**config.mk**
```make
export PLATFORM = sky130hd
export DESIGN_NAME = ps2Receiver
export DESIGN_NICKNAME = d
export VERILOG_FILES = /design/src/source/ps2Pkg.sv /design/src/source/ps2LineFilter.sv /design/src/source/ps2Deframer.sv /design/src/source/scanDecoder.sv /design/src/source/ps2Receiver.sv
export SDC_FILE = /design/constraint.sdc
export NUM_CORES = 1
export LEC_CHECK = 0
export ABC_AREA = 1
export CAP_MARGIN = 0
export CORE_MARGIN = 2
export CORE_UTILIZATION = 50
export CTS_CLUSTER_DIAMETER = 80
export DETAILED_ROUTE_END_ITERATION = 7
export DONT_BUFFER_PORTS = 1
export PLACE_DENSITY = 0.71
export SYNTH_ARGS = -nofsm -noshare
export SYNTH_HDL_FRONTEND = slang
export SYNTH_HIERARCHICAL = 1
export SYNTH_SLANG_ARGS = --single-unit
export TNS_END_PERCENT = 50
```
**constraint.sdc**
```tcl
create_clock -name clk -period 2.9 [get_ports clk]
set_input_delay 0.29 -clock clk [delete_from_list [all_inputs] [get_ports clk]]
set_output_delay 0.29 -clock clk [all_outputs]
set_load 0.005 [all_outputs]
```
**src/source/ps2Pkg.sv**
```systemverilog
`default_nettype none

package ps2Pkg;

	////////////////////
	// Line filter
	////////////////////

	// Equal samples needed before a filtered line flips
	localparam int filterLen = 4;

	////////////////////
	// Deframer
	////////////////////

	// Cycles without a clock edge before a started frame is dropped
	localparam logic [10:0] idleTimeout = 11'd1024;

	// One PS/2 frame listed MSB first
	// Start arrives first on the wire and ends up in bit 0
	typedef struct packed {
		logic       stop;
		logic       parity;
		logic [7:0] data;
		logic       start;
	} ps2Frame;

	////////////////////
	// Scan-code set 2
	////////////////////

	// Extended-key prefix
	localparam logic [7:0] prefixExtended = 8'hE0;
	// Break (key release) prefix
	localparam logic [7:0] prefixRelease = 8'hF0;

	// Decoded key event handed to the user
	typedef struct packed {
		logic       extended;
		logic       released;
		logic [7:0] code;
	} keyEvent;

endpackage

`default_nettype wire

```
**src/source/ps2LineFilter.sv**
```systemverilog
`default_nettype none

module ps2LineFilter (
	input  logic clk,
	input  logic rstN,
	input  logic ps2c,
	input  logic ps2d,
	output logic ps2cFall,
	output logic ps2dClean
);
	import ps2Pkg::*;

	// Bit 0 is the clock line, bit 1 the data line
	logic [1:0] pinIn;
	logic [1:0] clean;
	// Filtered clock one cycle back
	logic       cleanCPrev;

	assign pinIn = {ps2d, ps2c};

	for (genvar i = 0; i < 2; i++) begin : gLine
		logic                         syncA;
		logic                         syncB;
		logic                         lineClean;
		logic [$clog2(filterLen)-1:0] agreeCnt;

		// Two-flop synchronizer, then the glitch filter
		// Counter runs while the synced line disagrees with the filtered one
		always_ff @(posedge clk or negedge rstN) begin
			if (!rstN) begin
				// Lines idle high
				syncA     <= 1'b1;
				syncB     <= 1'b1;
				lineClean <= 1'b1;
				agreeCnt  <= '0;
			end else begin
				syncA <= pinIn[i];
				syncB <= syncA;
				if (syncB == lineClean) begin
					// Any agreement restarts the count
					agreeCnt <= '0;
				end else if (int'(agreeCnt) == filterLen - 1) begin
					lineClean <= syncB;
					agreeCnt  <= '0;
				end else begin
					agreeCnt <= agreeCnt + 1'b1;
				end
			end
		end

		assign clean[i] = lineClean;
	end

	assign ps2dClean = clean[1];

	// Edge detect on filtered clock
	always_ff @(posedge clk or negedge rstN) begin
		if (!rstN) begin
			cleanCPrev <= 1'b1;
		end else begin
			cleanCPrev <= clean[0];
		end
	end

	// One cycle per filtered falling edge
	assign ps2cFall = cleanCPrev & ~clean[0];

endmodule

`default_nettype wire

```
**src/source/ps2Deframer.sv**
```systemverilog
`default_nettype none

module ps2Deframer (
	input  logic       clk,
	input  logic       rstN,
	input  logic       ps2cFall,
	input  logic       ps2dClean,
	output logic [7:0] byteData,
	output logic       byteEnable,
	output logic       frameError
);
	import ps2Pkg::*;

	ps2Frame     shiftReg;
	// Frame as it looks after the current bit is shifted in
	ps2Frame     nextFrame;
	// Bits received so far in this frame
	logic [3:0]  bitCount;
	// Cycles since the last clock edge
	logic [10:0] idleCount;
	logic        frameOk;
	logic        lastBit;
	logic        timedOut;

	////////////////////
	// Shift and check
	////////////////////

	// LSB first, so new bits enter at the top
	assign nextFrame = {ps2dClean, shiftReg[10:1]};

	// Start low, odd parity over data plus parity bit, stop high
	assign frameOk = (nextFrame.start == 1'b0)
		&& (^{nextFrame.data, nextFrame.parity} == 1'b1)
		&& (nextFrame.stop == 1'b1);

	// Stop bit edge
	assign lastBit = ps2cFall && (bitCount == 4'd10);

	// Frame started but the keyboard went quiet
	assign timedOut = !ps2cFall && (bitCount != 4'd0)
		&& (idleCount == idleTimeout - 11'd1);

	always_ff @(posedge clk) begin
		if (ps2cFall) begin
			shiftReg <= nextFrame;
		end
	end

	// Stable from byteEnable until the next frame starts
	assign byteData = shiftReg.data;

	////////////////////
	// Bit counter
	////////////////////

	always_ff @(posedge clk or negedge rstN) begin
		if (!rstN) begin
			bitCount   <= '0;
			idleCount  <= '0;
			byteEnable <= 1'b0;
			frameError <= 1'b0;
		end else begin
			byteEnable <= lastBit && frameOk;
			frameError <= (lastBit && !frameOk) || timedOut;
			if (ps2cFall) begin
				idleCount <= '0;
				if (lastBit) begin
					bitCount <= '0;
				end else begin
					bitCount <= bitCount + 4'd1;
				end
			end else if (timedOut) begin
				// Abandon the partial frame
				bitCount  <= '0;
				idleCount <= '0;
			end else if (bitCount != 4'd0) begin
				idleCount <= idleCount + 11'd1;
			end
		end
	end

	// Good byte and error never reported for the same frame
	aByteOrError: assert property (@(posedge clk) disable iff (!rstN)
		!(byteEnable && frameError))
		else $error("byteEnable and frameError high together");

	// Counter wraps at the stop bit
	aBitCountRange: assert property (@(posedge clk) disable iff (!rstN)
		bitCount <= 4'd10)
		else $error("bitCount out of range");

endmodule

`default_nettype wire

```
**src/source/scanDecoder.sv**
```systemverilog
`default_nettype none

module scanDecoder (
	input  logic            clk,
	input  logic            rstN,
	input  logic [7:0]      byteData,
	input  logic            byteEnable,
	input  logic            frameError,
	input  logic            keyReady,
	output ps2Pkg::keyEvent key,
	output logic            keyValid,
	output logic            overrun
);
	import ps2Pkg::*;

	// Pending prefixes
	logic extFlag;
	logic relFlag;
	logic isExtended;
	logic isRelease;
	// Byte that completes an event
	logic isCode;
	// Holding register full and not leaving this cycle
	logic slotBusy;

	assign isExtended = byteEnable && (byteData == prefixExtended);
	assign isRelease  = byteEnable && (byteData == prefixRelease);
	assign isCode     = byteEnable && !isExtended && !isRelease;
	assign slotBusy   = keyValid && !keyReady;

	////////////////////
	// Prefix flags
	////////////////////

	always_ff @(posedge clk or negedge rstN) begin
		if (!rstN) begin
			extFlag <= 1'b0;
			relFlag <= 1'b0;
		end else if (frameError || isCode) begin
			// Consumed by the code byte, or lost with a bad frame
			extFlag <= 1'b0;
			relFlag <= 1'b0;
		end else begin
			if (isExtended) begin
				extFlag <= 1'b1;
			end
			if (isRelease) begin
				relFlag <= 1'b1;
			end
		end
	end

	////////////////////
	// Event register
	////////////////////

	always_ff @(posedge clk or negedge rstN) begin
		if (!rstN) begin
			keyValid <= 1'b0;
			overrun  <= 1'b0;
		end else begin
			// Keyboard cannot wait, so a busy slot drops the byte
			overrun <= isCode && slotBusy;
			if (isCode && !slotBusy) begin
				keyValid <= 1'b1;
			end else if (keyReady) begin
				keyValid <= 1'b0;
			end
		end
	end

	always_ff @(posedge clk) begin
		if (isCode && !slotBusy) begin
			key.extended <= extFlag;
			key.released <= relFlag;
			key.code     <= byteData;
		end
	end

	// Held event stays put until taken
	aKeyHold: assert property (@(posedge clk) disable iff (!rstN)
		keyValid && !keyReady |=> keyValid && $stable(key))
		else $error("key changed before transfer");

endmodule

`default_nettype wire

```
**src/source/ps2Receiver.sv**
```systemverilog
`default_nettype none

module ps2Receiver (
	input  logic            clk,
	input  logic            rstN,
	input  logic            ps2c,
	input  logic            ps2d,
	output ps2Pkg::keyEvent key,
	output logic            keyValid,
	input  logic            keyReady,
	output logic            frameError,
	output logic            overrun
);

	// Filter to deframer
	logic       ps2cFall;
	logic       ps2dClean;
	// Deframer to decoder as a one-cycle strobe
	logic [7:0] byteData;
	logic       byteEnable;

	////////////////////
	// Line front end
	////////////////////

	ps2LineFilter lineFilter (
		.clk      (clk),
		.rstN     (rstN),
		.ps2c     (ps2c),
		.ps2d     (ps2d),
		.ps2cFall (ps2cFall),
		.ps2dClean(ps2dClean)
	);

	////////////////////
	// Frame and decode
	////////////////////

	ps2Deframer deframer (
		.clk       (clk),
		.rstN      (rstN),
		.ps2cFall  (ps2cFall),
		.ps2dClean (ps2dClean),
		.byteData  (byteData),
		.byteEnable(byteEnable),
		.frameError(frameError)
	);

	// frameError also flushes pending prefixes
	scanDecoder decoder (
		.clk       (clk),
		.rstN      (rstN),
		.byteData  (byteData),
		.byteEnable(byteEnable),
		.frameError(frameError),
		.keyReady  (keyReady),
		.key       (key),
		.keyValid  (keyValid),
		.overrun   (overrun)
	);

endmodule

`default_nettype wire

```
-- After elaboration in Yosys (flattened, before gate mapping)
Index checks and enable logic that the tools add are counted.
- add/subtract/negate cells: 4
- multipliers: 0
- divide/modulo/power cells: 0
- order comparisons: 0
- eq/ne operators: 8
- shift-type cells: 0
- multiplexer cells: 16
- bitwise gates (word level): 5
- reductions and logical operators: 31
- operators with widths (operator ; count):
    $mux 11 ; 3
    $eq 8x8->1 const B ; 2
    $logic_and 1x1->1 ; 14
    $mux 4 ; 3
    $add 11x1->11 const B ; 1
    $eq 11x10->1 const B ; 1
    $reduce_xor 9->1 ; 1
    $mux 2 ; 4
    $reduce_bool 2->1 ; 4
    $logic_not 1->1 ; 6
    $mux 1 ; 6
    $add 2x1->2 const B ; 2
    $add 4x1->4 const B ; 1
    $eq 2x1->1 const B ; 2
    $eq 4x4->1 const B ; 1
    $not 1->1 ; 4
    $reduce_and 2->1 ; 2
    $reduce_bool 4->1 ; 1
    $reduce_bool 3->1 ; 1
    $eq 1x1->1 ; 2
    $logic_or 1x1->1 ; 2
    $and 1x1->1 ; 1
- flip-flop bits (word level): 52
- latch bits: 0
- RAM bits: 0
- memory bits (read-only): 0
- input port bits: 5
- logic and storage cells: 87
- memories kept: 0

-- Depth between registers and ports, before layout
- word-level depth: 7
- mapped depth: 12

-- Modules after synthesis
Netlist, hierarchy kept.
- by module, submodules not included (module ; times used ; cells each ; area each (um^2) ; sequential area each (um^2)):
    ps2Deframer ; 1 ; 159 ; 1455.1 ; 725.7
    scanDecoder ; 1 ; 49 ; 538.0 ; 400.4
    ps2LineFilter ; 1 ; 37 ; 406.6 ; 284.0

-- Worst setup path after synthesis
OpenSTA, ideal clock, no wires.
- kind: reg-to-reg
- start: register lineFilter.cleanCPrev
- end: register deframer.idleCount[7]
- library setup time: 0.121 ns
- arrival: 1.950 ns
- setup slack: 0.829 ns
- cell stages (with the launch flop): 10
- buffers on the path: 0
- period minus slack after synthesis: 2.071 ns
- cells stage by stage: dfstp_2 > inv_1 > nor2_1 > inv_1 > nand2_2 > nand2_2 > inv_1 > nand3_1 > o21ai_2 > nor2_1
- word-level cells in the longest chain between the ends: 6
- elaborated cells on any way between the ends: 7
- RTL lines (what ; RTL line ; RTL):
    start: declaration ; ps2LineFilter.sv:17 ; logic cleanCPrev;
    start signal: assignment ; ps2LineFilter.sv:61 ; cleanCPrev <= clean[0];
    $and 1x1->1 * ; ps2LineFilter.sv:66 ; assign ps2cFall = cleanCPrev & ~clean[0];
    net ps2cFall ; ps2Receiver.sv:16 ; logic ps2cFall;
    $logic_not 1->1 ; ps2Deframer.sv:41 ; assign timedOut = !ps2cFall && (bitCount != 4'd0)
    $logic_and 1x1->1 ; ps2Deframer.sv:41 ;
    $logic_and 1x1->1 ; ps2Deframer.sv:42 ; && (idleCount == idleTimeout - 11'd1);
    $mux 11 ; ps2Deframer.sv:73 ; end else if (timedOut) begin
    $mux 11 ; ps2Deframer.sv:66 ; if (ps2cFall) begin
    end signal: assignment ; ps2Deframer.sv:78 ; idleCount <= idleCount + 11'd1;
    end: declaration ; ps2Deframer.sv:20 ; logic [10:0] idleCount;
Mark *: on every way through the listed nets, which the timed path passes. The rest lies on a longest branch.
A chain may end at the register's enable or synchronous reset.

-- Final worst setup path
- start: register deframer.shiftReg, in the netlist deframer/byteData[7]
- end: register decoder/key[0] (netlist name)
- word-level cells in the longest chain between the ends: 6
- elaborated cells on any way between the ends: 9
- RTL lines (what ; RTL line ; RTL):
    start: declaration ; ps2Deframer.sv:14 ; ps2Frame shiftReg;
    start signal: assignment ; ps2Deframer.sv:46 ; shiftReg <= nextFrame;
    $eq 8x8->1 ; scanDecoder.sv:26 ; assign isExtended = byteEnable && (byteData == prefixExtended);
    $logic_and 1x1->1 ; scanDecoder.sv:26 ;
    $logic_not 1->1 ; scanDecoder.sv:28 ; assign isCode = byteEnable && !isExtended && !isRelease;
    $logic_and 1x1->1 ; scanDecoder.sv:28 ;
    $logic_and 1x1->1 * ; scanDecoder.sv:28 ;
    $logic_and 1x1->1 * ; scanDecoder.sv:73 ; if (isCode && !slotBusy) begin
Every way passes the cells marked *; elsewhere a longest branch is shown, timed or not.

==> metrics.md <==
| Metric | Value |
|---|---|
| Inserted Diodes | 0 |
| Avg WL per Cell | 11.3 µm |
| Slew margin rel. | 54.4% |
| Design area | 2550 µm² |
| Die area | 5370 µm² |
| Comb pwr share | 28.7% |
| Storage cell area | 1410 µm² |
| Tightest Hold Check Type | in -> reg |
| Clock sinks | 52 |
| CTS Buf Count | 5 |
| # DRC | 0 |
| Post-synth EDFFs | 20 |
| DP Area | 2410 µm² |
| Final setup vio count | 0 |
| Gr usage total | 14.8% |
| Tmin final | 1820 ps |
| Max-Cap Viols | 0 |
| Post-CTS sizing | 0 |
| Setup TNS | 0 ps |
| Synthesis-to-finish area growth | 6.15% |
| Placer Congestion | 0.788 |
| Critical Path Fanout Max | 10 |
| Ranking of synthesized cells by instance count | nand2_1 (56), inv_1 (38), nor2_1 (29) |
| Worst-Skew Late Latency | 290 ps |
| Final ANT Viol Nets | 0 |
| Die X | 73.3 µm |
| Clock Power Share | 18.4% |
| Synth area leaders | dfrtp_1 (26%), edfxtp_1 (25%), nand2_1 (8.8%), dfstp_2 (7.7%), inv_1 (5.9%) |
| Seq pwr share | 52.9% |
| Synth warn | 6 |
| Core box area | 4660 µm² |
| Mapped cell area | 2400 µm² |
| Iteration-0 DRC Markers | 96 |
| CP Class | reg -> reg |
| WP buf/inv | 0 |
| Syn Inst Count | 245 |
| WP data arrival | 1750 ps |
| First-pass GRT wire length | 5.97 mm |
| Via count | 1496 |
| Ports | 18 |
| LEAKAGE | 0.00121 µW |
| Multi-input gate area | 777 µm² |
| DRT Pass-1 Iters | 4 |
| Largest net degree at the start of global routing | 33 |
| GRT Residual Overflow | 0 |
| H-tree Lvls | 2 |
| Post-synth top area cell | dfrtp_1 |
| Worst VDD drop | 0.330 mV |
| Effective utilization at floorplan | 51.5% |
| Library cells used by synthesis | 31 |
| Root Buffer Master | clkbuf_8 |
| Number of global-route vias before repair | 1364 |
| Row Count | 25 |
| Internal | 1340 µW |
| RSZ-0062 raised after global routing | false |
| Fraction of final layout cells sized beyond drive strength 1 | 14.4% |
| Port bufs | 0 |
| Synth top area share | 26.1% |
| Worst Hold Slack | 173 ps |
| Longest Clk Path Bufs | 2 |
| Die height | 73.3 µm |
| CTS tree | yes |
| Antenna violations before repair | 0 |
| Fmax | 0.550 GHz |
| Power per cell area | 812 nW/µm² |
| CP startpoint kind | register |
| Clock Pin Slew Worst Setup and Hold Paths | 90 ps |
| Final Hold Viols | 0 |
| Tcrit/Tclk final | 62.7% |
| Status | complete, no violations |
| Prevailing post-synth register cell | dfrtp_1 |
| CP max stage delay | 550 ps |
| Top-count cell post-synth | nand2_1 |
| DRT Wirelength | 3.43 mm |
| Pins Over Slew Limit | 0 |
| Slew @ Worst Pin | 682 ps |
| Post-Syn Nets | 256 |
| Switching share of power | 35.1% |
| Sw Pwr | 726 µW |
| Critical-path top delay cell | nor2_1 |
| Vias per cell | 4.92 |
| Nets | 260 |
| Crit-path cells | nand2_1 > nor2_1 > nand2_1 > nand3_1 > nor2_1 |
| Detailed Place HPWL | 2.48 mm |
| Yosys reg bits | 52 |
| R2r setup slk | 1080 ps |
| CP top delay family | simple AND/OR/NAND/NOR gates |
| Mean Syn Cell Area | 9.80 µm² |
| Clock skew | 3.50 ps |
| Ys async rst share | 61.5% |
| Post-synthesis sequential area ratio | 58.8% |
| Data required, critical path | 2840 ps |
| Endpoint class of the critical path | register |
| Layout fillers | 409 |
## power by group through the flow
stage                     sequential [µW]  clock, µW  combinational, µW
after detailed placement             1110          0                581
after global placement               1100          0                562
after global routing                 1120        426                690
final                                1090        381                593
after floorplan                      1070          0                527
after CTS                            1100        398                600
## cell families (layout without fill, tap and decap cells)
group / count (synthesis) / count (layout) / share of synthesized area [%]
flops: 52 / 52 / 58.8
buf+inv: 48 / 53 / 8.86
compound gates: 13 / 13 / 3.91
fa+ha+maj: 6 / 6 / 3.13
simple gates: 118 / 118 / 22.4
xor+xnor: 8 / 8 / 2.92
## what timing repair did
item / in CTS / in global routing
endpoints found under the setup margin: 0 / 0
setup buffers: 0 / 0
hold buffers: 4 / 0
hold endpoints to repair: 34 / 0
## worst paths after layout
check	startpoint	depth (start not counted)	end
min reg2reg	lineFilter/gLine[0].syncA	0	lineFilter/gLine[0].syncB
min in group asynchronous	rstN	2	deframer/idleCount[2]
max	deframer/byteData[7]	5	decoder/key[0]
min	keyReady	3	decoder/overrun
max reg2reg	deframer/byteData[7]	5	decoder/key[0]
max in group asynchronous	rstN	2	lineFilter/ps2dClean
## metal layers
metal  global-route usage, %  routed length (µm)  vias up
met3                    3.43                  97        7
met1                    19.1                1640      697
met5                       0                   0        -
met2                    22.7                1610       27
li1                        -                   -      765
met4                    8.64                  83        0
## state kept, by name, indices dropped and copies added (netlist names), 2 cells and up
name,cells
deframer/idleCount,11
decoder/key,10
deframer/byteData,8
deframer/bitCount,4
lineFilter/gLine.agreeCnt,4
deframer/nextFrame,2
lineFilter/gLine.syncA,2
lineFilter/gLine.syncB,2
## through the flow
step                      setup WS, ps  std cells  util [%]  power [µW]
final                             1080        304      54.7        2070
after detailed placement          1080        292      51.8        1690
after CTS                         1070        304      54.7        2090
after global placement            1150        292      51.8        1660
after floorplan                    829        245         -        1590
after global routing               825        304      54.7        2230
## tightest hold or removal path, delay by kind of cell
kind	cells	cell delay [ps]
buf+inv	1	60
simple gates	2	80
## cells in the final DEF (no fill, tap or decap), drive strengths merged
cell and instances:
dfstp 7, nor2 35, nand3 13, dfrtp 25
clkbuf 5, a41oi 1, a21oi 2, or2 2
nand3b 1, inv 40, o21ai 9, clkinv 2
xnor2 3, edfxtp 20, clkinvlp 1, a21o 1
buf 2, ha 6, nor3 3, nand2 61
nand4 3, dlygate4sd3 3, xor2 5
## cell type report
class	count	share of cell area, %
repair buffers	5	2.26
clock buffers	5	2.70
flip-flops and latches	52	55.4
inverters	40	5.99
clock inverters	3	0.540
well taps	54	2.65
multi-input cells	145	30.5
Note: power is estimated with default switching activity, not from simulation.
